==> src/daq_params.svh <==
`ifndef DAQ_PARAMS_SVH
`define DAQ_PARAMS_SVH

// Sample and stream word
`define DATA_W 32
`define FLAG_W 4

// Sample FIFO, 512 words deep
`define FIFO_AW 9

// Same packet length for ADC and config
`define PKT_WORDS 128

// Serial mux parallel word
`define MUX_W 8

// Training patterns
`define SYNC_IDLE 8'h01
`define SYNC_LOCK 8'h81

// Positions in the stream flags
`define FLAG_SOF_BIT 0
`define FLAG_EOF_BIT 1

`endif
==> src/daq_pkg.sv <==
`include "daq_params.svh"

package daq_pkg;

	// One sample or stream word
	typedef logic [`DATA_W-1:0] data_word_t;

	// Only SOF and EOF are used, the rest stay zero
	typedef logic [`FLAG_W-1:0] stream_flags_t;

	// Fill level, one bit wider than the address
	typedef logic [`FIFO_AW:0] fifo_cnt_t;

	// Word index inside a packet
	typedef logic [6:0] pkt_cnt_t;

	typedef logic [`MUX_W-1:0] mux_word_t;

	typedef enum logic [1:0] {
		SND_IDLE,
		SND_PRI,	// Config source granted
		SND_SEC 	// ADC source granted
	} sender_state_t;

	typedef enum logic {
		SYNC_HUNT,	// Training
		SYNC_LOCKED
	} sync_state_t;

endpackage

==> src/packet_sender.sv <==
`timescale 1ns/1ps
`include "daq_params.svh"

module packet_sender
	import daq_pkg::*;
(
	input  logic          GMII_GTX_CLK_int,
	input  logic          rst_mux_div,

	// Primary source, config replies
	input  logic          pri_pkt_ready_i,
	input  data_word_t    pri_data_i,
	output logic          pri_rd_o,

	// Secondary source, ADC samples
	input  logic          sec_pkt_ready_i,
	input  data_word_t    sec_data_i,
	output logic          sec_rd_o,

	// Outgoing packet stream
	output data_word_t    tx_data_o,
	output stream_flags_t tx_flags_o,
	output logic          tx_src_rdy_o,
	input  logic          tx_dst_rdy_i
);

	localparam pkt_cnt_t LAST_IDX = pkt_cnt_t'(`PKT_WORDS - 1);

	sender_state_t state;
	sender_state_t state_nxt;
	pkt_cnt_t      word_idx;
	logic          xfer;
	logic          last_word;

	////////////////////////////////////////
	// Stream side

	assign tx_src_rdy_o = (state != SND_IDLE);
	assign xfer         = tx_src_rdy_o & tx_dst_rdy_i;	// Word leaves on this edge
	assign last_word    = (word_idx == LAST_IDX);

	// FIFO head only moves on a pop, so a stall holds the data
	assign tx_data_o = (state == SND_SEC) ? sec_data_i : pri_data_i;

	always_comb begin
		tx_flags_o = '0;
		tx_flags_o[`FLAG_SOF_BIT] = tx_src_rdy_o && (word_idx == '0);
		tx_flags_o[`FLAG_EOF_BIT] = tx_src_rdy_o && last_word;
	end

	// Pop the granted source on each transfer
	assign pri_rd_o = xfer && (state == SND_PRI);
	assign sec_rd_o = xfer && (state == SND_SEC);

	////////////////////////////////////////
	// Arbiter FSM

	always_comb begin
		state_nxt = state;
		case (state)
			SND_IDLE: begin
				// Config beats ADC when both are ready
				if (pri_pkt_ready_i)
					state_nxt = SND_PRI;
				else if (sec_pkt_ready_i)
					state_nxt = SND_SEC;
			end
			SND_PRI, SND_SEC: begin
				if (xfer && last_word)
					state_nxt = SND_IDLE;	// One idle cycle between packets
			end
			default: state_nxt = SND_IDLE;
		endcase
	end

	always_ff @(posedge GMII_GTX_CLK_int) begin
		if (rst_mux_div) begin
			state    <= SND_IDLE;
			word_idx <= '0;
		end else begin
			state <= state_nxt;
			if (state == SND_IDLE)
				word_idx <= '0;
			else if (xfer)
				word_idx <= word_idx + 1'b1;
		end
	end

	// Stalled word must not change until it is taken
	a_stall_stable: assert property (
		@(posedge GMII_GTX_CLK_int) disable iff (rst_mux_div)
		tx_src_rdy_o && !tx_dst_rdy_i |=>
			tx_src_rdy_o && $stable(tx_data_o) && $stable(tx_flags_o)
	) else $error("packet_sender: stream changed while stalled");

endmodule

==> config.mk <==
export PLATFORM = sky130hd
export DESIGN_NAME = packet_sender
export DESIGN_NICKNAME = d
export VERILOG_FILES = /design/src/daq_pkg.sv /design/src/packet_sender.sv
export VERILOG_INCLUDE_DIRS = /design/src
export SDC_FILE = /design/constraint.sdc
export NUM_CORES = 1
export LEC_CHECK = 0
export BUFFER_PORTS_ARGS = -buffer_cell sky130_fd_sc_hd__buf_2
export CAP_MARGIN = 20
export CORE_MARGIN = 5
export CORE_UTILIZATION = 30
export CTS_CLUSTER_DIAMETER = 120
export DETAILED_ROUTE_END_ITERATION = 16
export PLACE_DENSITY = 0.73
export SYNTH_ARGS = -nofsm -noshare
export SYNTH_HDL_FRONTEND = slang
export SYNTH_SLANG_ARGS = --single-unit
export TNS_END_PERCENT = 50
==> constraint.sdc <==
create_clock -name GMII_GTX_CLK_int -period 1.63 [get_ports GMII_GTX_CLK_int]
set_input_delay 0.2445 -clock GMII_GTX_CLK_int [delete_from_list [all_inputs] [get_ports GMII_GTX_CLK_int]]
set_output_delay 0.2445 -clock GMII_GTX_CLK_int [all_outputs]
set_load 0.05 [all_outputs]
==> out/results.txt, run 1 <==
largest net degree at the start of global routing -> 17
RSZ-0062 raised after global routing -> yes
die width -> 65.7 um
die area -> 0.00432 mm2
worst r2r dst -> state[1]
Setup-failing EPs final -> 35
CTS Sinks -> 9
global-route wire length before repair -> 6.59 mm
placed cell area -> 0.00155 mm2
synth top area cells -> mux2_2 39%, dfxtp_1 19%, ha_1 6.7%
H-tree depth reported by CTS -> 1
fin util -> 0.730
violated checks -> setup timing
TritonCTS clock tree -> built
status -> finished, violations left
DRT iter0 DRCs -> 84
fin nets -> 292
input/output buffers -> 105
# fillers -> 192
I/O pins -> 108
Final Hold Vio Count -> 0
worst-path fanout max -> 8
Worst Setup End Kind -> output port
post-route ant nets -> 0
Max Fclk -> 549 MHz
worst flop-to-flop path startpoint -> state[0]
grt ovf -> 0
later-pin clock latency in the skew report -> 260 ps
CP Launch Type -> flip-flop
P_leak -> 1.07 nW
fin worst setup slack -> -192 ps
GP Congestion -> 0.817
Hold Path Depth -> 2
min-delay src -> rst_mux_div
final setup skew -> 2.12 ps
pwr/cell area -> 1460 mW/mm2
final wirelength -> 5.54 mm
max-cap viol count -> 0
Hold EP -> state[1]
Chip Height -> 65.7 um
row count -> 20
WL per Instance -> 21.2 um
Residual DRC -> 0
reg2reg path depth -> 7
initial antenna violation count -> 1
Core ar. -> 0.00303 mm2
Final Cell Area -> 0.00221 mm2
hpwl dp -> 3.05 mm
Yosys warnings -> 0
initial core utilization -> 0.308
TritonRoute pass-1 iters -> 4
Clock transition at path regs -> 60 ps
dominant cell type by area after synthesis -> mux2_2
Synth Register Bits -> 9
Req. time, crit path -> 1390 ps
total number of vias -> 1303
Peak supply drop -> 1.13 mV
GRT Overall Usage -> 0.203
syn_area_per_cell -> 9.14 um2
top cell type's share of synthesized area -> 0.387
Post-CTS Hold Buffers -> 0
CTS Buffer Depth -> 2
Place WS -> 25.8 ps
Worst EP arrival -> 1580 ps
count of pins over their slew limit -> 0
Num CTS Buffers -> 3
Mapped Cells -> 102
sequential area share after synthesis -> 0.193
Final min period -> 1820 ps
P&R area growth vs syn -> 137%
root buffer cell -> clkbuf_4
Netlist cell types -> 30
flop2flop setup slack -> 190 ps
layout cells sized above 1 -> 0.765
Netlist Area Pre-Place -> 932 um2
worst min-delay path class -> input port to flip-flop
vias in the first global route -> 1293
Worst Setup Path Type -> flip-flop to output port
Final Cycle Share -> 1.12
vias per cell -> 4.97
-- cells by family after synthesis --
family,synth area share
buffers and inverters,0.0738
AOI/OAI and AO/OA,0.0685
xor gates and xnor gates,0.0376
DFF,0.193
other,0.00402
muxes,0.397
and+or+nand+nor,0.158
adders and majority gates,0.0671
-- Yosys cell counts (all sizes together) --
master   instances
clkbuf           1
a22oi            1
mux2            32
a2111oi          1
nor2b            1
nand4            3
nand2            2
or3              3
and2             2
nand4b           1
a21oi            3
nor3             1
nor2             8
ha               5
o21ai            2
conb             1
o21a             1
xnor2            1
xor2             3
or2              1
nand2b           1
dfxtp            9
buf              7
inv              6
nand3            3
mux2i            1
o32ai            1
nor4             1
-- critical path, cell delays in order, from the launching register on --
cell and delay, ps:
dfxtp_2 340, inv_2 60, ha_4 160, buf_6 130
clkbuf_16 160, mux2_4 310, buf_8 150
-- per-layer routing --
metal / GRT usage / vias up / share of wire
li1: - / 591 / -
met1: 0.214 / 607 / 0.35
met2: 0.377 / 81 / 0.52
met3: 0.0530 / 24 / 0.085
met4: 0.0855 / 0 / 0.050
met5: 0 / - / 0
-- cells in the final DEF, fill, tap and decap left out, types with 2 or more instances in the layout --
cell type  instances
dfxtp_2            3
buf_4              7
buf_2             68
mux2_4            32
a21oi_1            3
buf_6              7
conb_1             2
ha_1               3
ha_4               2
nor2_1             8
nand2_1            2
nand3_1            3
clkbuf_16          2
o21ai_0            2
dfxtp_1            6
inv_1              5
buf_8             31
xor2_1             3
buf_16             2
clkbuf_4           3
nand4_1            2
or3_1              3
-- state kept, by name, summed over array words and instances, names as in the netlist --
name,flops
state,2
word_idx,7
-- how the worst max path moves through the flow --
stage	startpoint	end	slack (ps)
6_report	state[0]	tx_data_o[2]	-190
5_1_grt	state[0]	tx_data_o[2]	-230
4_1_cts	state[0]	tx_data_o[9]	-170
3_5_place_dp	state[0]	tx_data_o[24]	30
3_3_place_gp	state[0]	tx_data_o[24]	40
2_1_floorplan	state[0]	tx_flags_o[0]	-370
-- through the flow --
| step | total power, mW | hold slack [ps] | setup TNS [ps] | instances |
|---|---|---|---|---|
| after global routing | 3.34 | 180 | -7560 | 262 |
| after CTS | 2.82 | 171 | -5230 | 258 |
| after detailed placement | 2.04 | 457 | 0 | 250 |
| after floorplan | 1.63 | 313 | -368 | 103 |
| final | 3.23 | 182 | -5880 | 262 |
| after global placement | 2.03 | 467 | 0 | 250 |
-- report_power, final --
| group | switching [mW] | total [mW] | internal (mW) |
|---|---|---|---|
| Clock | 0.0746 | 0.169 | 0.0941 |
| Combinational | 1.46 | 2.79 | 1.32 |
| Sequential | 0.0272 | 0.277 | 0.250 |
-- cell type report --
cell class	instances	area, um2	share of cell area
timing repair buffer	118	1060	0.481
multi-input combinational	80	857	0.388
sequential	9	184	0.0832
tap	44	55.1	0.0249
clock buffer	4	26.3	0.0119
inverter	6	22.5	0.0102
antenna	1	2.50	0.00113
-- what timing repair did --
item,in CTS,in global routing
endpoints found under the setup margin,37,37
setup buffers,2,1
cloned,2,2
pin swaps,1,1
gates resized for setup,105,45
hold endpoints to repair,0,0
(Power assumes the default switching activity.)
==> run 2: changes to the inputs <==
PLACE_DENSITY = 0.84   (was 0.73)
==> out/results.txt, run 2 (synthesis results as in run 1) <==
worst-path fanout max -> 8 (unchanged)
biggest regs -> word_idx x7, state x2
die width -> 65.7 um (unchanged)
total power -> 3.26 mW (+0.78%)
delay-heaviest family, CP -> buffers and inverters
internal power -> 1.69 mW (+1.2%)
Worst Setup End Kind -> output port
initial core utilization -> 0.308 (unchanged)
vias in the first global route -> 1404 (+8.6%)
final wirelength -> 5.24 mm (-5.4%)
global-route wire length before repair -> 7.33 mm (+11%)
Setup-failing EPs final -> 36 (+2.9%)
commonest non-fill, non-tap cell in the layout -> buf_2
Post-CTS Hold Buffers -> 0 (unchanged)
placed cell area -> 0.00156 mm2 (+0.97%)
grt ovf -> 0 (unchanged)
Residual DRC -> 0 (unchanged)
TritonRoute pass-1 iters -> 4 (unchanged)
Buf+Inv Stages, Crit Path -> 4 (unchanged)
Peak supply drop -> 0.700 mV (-38%)
CTS Buffer Depth -> 2 (unchanged)
RSZ-0062 raised after global routing -> yes
crit-path cells -> inv_2 > ha_4 > buf_6 > buf_16 > mux2_4 > buf_8
flop2flop setup slack -> 120 ps (-70 ps)
Final min period -> 1820 ps (+0.570 ps)
max FFs per register -> 7 (unchanged)
fin nets -> 295 (+1.0%)
Clk network pwr share -> 0.054 (+0.002)
Worst EP arrival -> 1580 ps (about the same)
total number of vias -> 1326 (+1.8%)
Place WS -> -15.7 ps (-41.5 ps)
Chip Height -> 65.7 um (unchanged)
row count -> 20 (unchanged)
max-cap viol count -> 0 (unchanged)
CP max-delay cell -> dfxtp_2
hpwl dp -> 3.05 mm (about the same)
Critical path destination -> tx_data_o[18]
crit path launch -> state[0]
CP Launch Type -> flip-flop
WP depth -> 6 (unchanged)
placed cell count -> 252 (+0.80%)
I/O pins -> 108 (unchanged)
TritonCTS clock tree -> built
count of pins over their slew limit -> 0 (unchanged)
Setup TNS -> -5890 ps (-6.28 ps)
H-tree depth reported by CTS -> 1 (unchanged)
Sequential Power Share -> 0.084 (-0.002)
Worst Setup Path Type -> flip-flop to output port
Req. time, crit path -> 1390 ps (about the same)
CTS Sinks -> 9 (unchanged)
fin util -> 0.733 (+0.00372)
later-pin clock latency in the skew report -> 270 ps (about the same)
CP peak stage delay -> 320 ps (-20 ps)
fin worst setup slack -> -193 ps (-0.570 ps)
largest net degree at the start of global routing -> 9 (-8)
Final Cell Area -> 0.00222 mm2 (+0.51%)
P_leak -> 1.08 nW (+0.87%)
GRT Overall Usage -> 0.225 (+0.0214)
P&R area growth vs syn -> 138%
logic gate share of total power -> 0.861 (about the same)
Num CTS Buffers -> 3 (unchanged)
most frequent cells in the layout -> 68 x buf_2, 29 x buf_8, 27 x mux2_4
Clock transition at path regs -> 60 ps (about the same)
reg2reg path depth -> 7 (unchanged)
root buffer cell -> clkbuf_4
pwr/cell area -> 1470 mW/mm2 (+0.27%)
violated checks -> setup timing
WL per Instance -> 19.8 um (-6.5%)
worst flop-to-flop path startpoint -> state[0]
layout cells sized above 1 -> 0.777 (+0.0123)
Core ar. -> 0.00303 mm2 (unchanged)
Post-Layout Cell Count -> 265 (+1.1%)
Sw Ratio -> 0.481 (-0.00214)
post-route ant nets -> 0 (unchanged)
status -> finished, violations left
Sw Pwr -> 1.57 mW (+0.33%)
Hold Path Depth -> 2 (unchanged)
worst min-delay path class -> input port to flip-flop
DRT iter0 DRCs -> 29 (-65%)
Final Cycle Share -> 1.12 (about the same)
Final Hold Vio Count -> 0 (unchanged)
initial antenna violation count -> 1 (unchanged)
vias per cell -> 5.00 (+0.61%)
die area -> 0.00432 mm2 (unchanged)
WHS -> 180 ps (-1.09 ps)
final setup skew -> 5.44 ps (+3.32 ps)
Max Fclk -> 549 MHz (about the same)
input/output buffers -> 105 (unchanged)
most flop-heavy register -> word_idx
worst r2r dst -> word_idx[6]
GP Congestion -> 0.837 (+2.5%)
-- run 2: cell types whose count changed in the layout (fill, tap and decap cells not counted), moves of 2 or more --
cell,delta
mux2_2,+5
mux2_4,-5
buf_4,+3
buf_6,+2
buf_8,-2
clkbuf_16,-2
-- run 2: area by class of cell --
| cell class | count | area [um2] |
|---|---|---|
| fillers | 192 | 807 |
| well taps | 44 | 55.1 |
| clock buffers | 4 | 26.3 |
| inverters | 6 | 22.5 |
| diodes | 1 | 2.50 |
| repair buffers | 121 | 1070 |
| flip-flops and latches | 9 | 183 |
| multi-input cells | 80 | 857 |
-- run 2: timing repair --
action,in CTS,in global routing
gates cloned,3,0
pin swaps,3,0
buffers inserted,5,0
endpoints found under the setup margin,36,37
resized for setup,141,7
-- run 2: how the worst min path moves through the flow --
stage               slack, ps        to         from
global placement          480  state[1]  rst_mux_div
global route              170  state[1]  rst_mux_div
CTS                       170  state[1]  rst_mux_div
floorplan                 310  state[1]  rst_mux_div
finish                    180  state[1]  rst_mux_div
detailed placement        470  state[1]  rst_mux_div
-- run 2: worst reg2reg max path, cell delays in order, from the launching register on --
cell and delay, ps:
dfxtp_2 330, inv_2 50, buf_4 140, ha_4 170, buf_4 140, nand4b_1 160, or3_1 310, a21oi_1 130
-- run 2: layer usage --
layer	GRT usage	share of wire	wire, um
met3	0.0684	0.088	463
met4	0.0959	0.027	144
met5	0	0	0
met2	0.433	0.55	2860
met1	0.216	0.34	1780
-- run 2: power groups by stage --
stage          logic (mW)  clock network, mW  registers (mW)
2_1_floorplan        1.36                  0           0.267
3_3_place_gp         1.78                  0           0.268
3_5_place_dp         1.80                  0           0.269
4_1_cts              2.73              0.187           0.275
5_1_grt              2.91              0.201           0.279
6_report             2.80              0.177           0.275
==> run 3: changes to the inputs <==
clock period = 1.8 ns   (was 1.63 ns; I/O delays follow)
==> out/results.txt, run 3 (synthesis results as in run 1) <==
I/O pins -> 108 (unchanged)
input/output buffers -> 105 (unchanged)
TritonCTS clock tree -> built
largest net degree at the start of global routing -> 12 (+3)
CP max-delay cell -> mux2_2
Worst EP arrival -> 1550 ps (-30 ps)
Final Hold Vio Count -> 0 (unchanged)
final wirelength -> 4.19 mm (-20%)
TritonRoute pass-1 iters -> 4 (unchanged)
WL per Instance -> 16.6 um (-16%)
Chip Height -> 65.7 um (unchanged)
met1 Resource Use GR -> 0.175 (-0.0406)
busiest grt layer -> met2
initial antenna violation count -> 0 (-1)
layout cells sized above 1 -> 0.766 (-0.0117)
max FFs per register -> 7 (unchanged)
pwr/cell area -> 1300 mW/mm2 (-12%)
H-tree depth reported by CTS -> 1 (unchanged)
violated checks -> setup timing
Worst Setup End Kind -> output port
die width -> 65.7 um (unchanged)
Final Cell Area -> 0.00186 mm2 (-16%)
Worst Setup Path Type -> flip-flop to output port
fin worst setup slack -> -16.6 ps (+176 ps)
grt ovf -> 0 (unchanged)
# fillers -> 251 (+31%)
Clock transition at path regs -> 70 ps (about the same)
global-route wire length before repair -> 5.99 mm (-18%)
CP peak stage delay -> 350 ps (+30 ps)
fin util -> 0.614 (-0.120)
status -> finished, violations left
post-route ant nets -> 0 (unchanged)
Residual DRC -> 0 (unchanged)
hpwl dp -> 3.13 mm (+2.6%)
Final min period -> 1820 ps
GRT Overall Usage -> 0.181 (-0.0442)
max-cap viol count -> 0 (unchanged)
WHS -> 214 ps (+33.3 ps)
later-pin clock latency in the skew report -> 270 ps (about the same)
most frequent cells in the layout -> 69 x buf_2, 36 x buf_6, 30 x mux2_2
most flop-heavy register -> word_idx
DRT iter0 DRCs -> 22 (-24%)
final setup skew -> 3.52 ps (-1.92 ps)
die area -> 0.00432 mm2 (unchanged)
crit-path cells -> inv_2 > ha_4 > buf_16 > mux2_2 > buf_6
total number of vias -> 1220 (-8.0%)
worst min-delay path class -> input port to flip-flop
P_leak -> 0.859 nW (-20%)
initial core utilization -> 0.308 (unchanged)
fin nets -> 284 (-3.7%)
vias in the first global route -> 1245 (-11%)
RSZ-0062 raised after global routing -> yes
Peak supply drop -> 0.571 mV (-18%)
worst-path fanout max -> 11 (+3)
root buffer cell -> clkbuf_4
M2 GR Usage -> 0.352 (-0.0814)
Num CTS Buffers -> 3 (unchanged)
vias per cell -> 4.82 (-3.6%)
Final Cycle Share -> 1.01
Core ar. -> 0.00303 mm2 (unchanged)
biggest regs -> word_idx x7, state x2
commonest non-fill, non-tap cell in the layout -> buf_2
row count -> 20 (unchanged)
placed cell area -> 0.00152 mm2 (-2.9%)
diode count -> 0 (-1)
GP Congestion -> 0.823 (-1.6%)
CP Launch Type -> flip-flop
Post-CTS Hold Buffers -> 0 (unchanged)
routing usage on met3 -> 0.0496 (-0.0188)
CTS Buffer Depth -> 2 (unchanged)
Setup-failing EPs final -> 26 (-28%)
CTS Sinks -> 9 (unchanged)
count of pins over their slew limit -> 0 (unchanged)
Max Fclk -> 550 MHz
Req. time, crit path -> 1530 ps (+140 ps)
P&R area growth vs syn -> 99.3%
-- run 3: changes by cell type in the layout (fill, tap and decap cells not counted), moves of 8 or more --
cell | previous run | this run
buf_4 | 10 | 2
buf_6 | 9 | 36
buf_8 | 29 | 1
mux2_2 | 5 | 30
mux2_4 | 27 | 2
-- run 3: metrics by stage --
stage                     TNS (ps)  cells  setup WS (ps)  power, mW
after detailed placement         0    246            126       1.82
final                         -226    253          -16.6       2.41
after global placement           0    246            169       1.80
after floorplan               -224    103           -224       1.48
after CTS                     -531    252          -53.0       2.37
after global routing         -2220    253          -92.0       2.51
-- run 3: final timing paths --
kind                                  start       endpoint  slack [ps]  depth (start not counted)
worst min register to register  word_idx[6]    word_idx[6]         510                          2
worst min-delay path            rst_mux_div       state[1]         210                          2
worst max register to register     state[1]       state[0]         420                          5
worst max-delay path               state[0]  tx_data_o[18]         -20                          5
-- run 3: what timing repair did --
item | CTS | global route
resized for setup | 81 | 9
gates cloned | 2 | 0
endpoints found under the setup margin | 36 | 36
pin swaps | 1 | 0
buffers inserted | 0 | 1
-- run 3: metal layers --
metal,part of all wire,routed length [um]
met4,0.021,89
met5,0,0
met2,0.56,2360
met1,0.32,1360
met3,0.091,383
-- run 3: where the power goes --
part / switching, mW / internal [mW]
sequential: 0.0268 / 0.230
clock: 0.0775 / 0.0858
combinational: 1.16 / 0.829
total: 1.27 / 1.14
-- run 3: area by class of cell --
| cell class | count | area (um2) | area share |
|---|---|---|---|
| multi-input cells | 80 | 739 | 0.398 |
| repair buffers | 110 | 828 | 0.446 |
| clock buffers | 4 | 26.3 | 0.0141 |
| flip-flops and latches | 9 | 186 | 0.100 |
| well taps | 44 | 55.1 | 0.0296 |
| inverters | 6 | 22.5 | 0.0121 |
-- run 3: critical path: cells and delay by family (launching register included) --
family                     cells  cell delay [ps]
buffers and inverters          3              390
muxes                          1              350
DFF                            1              330
adders and majority gates      1              210
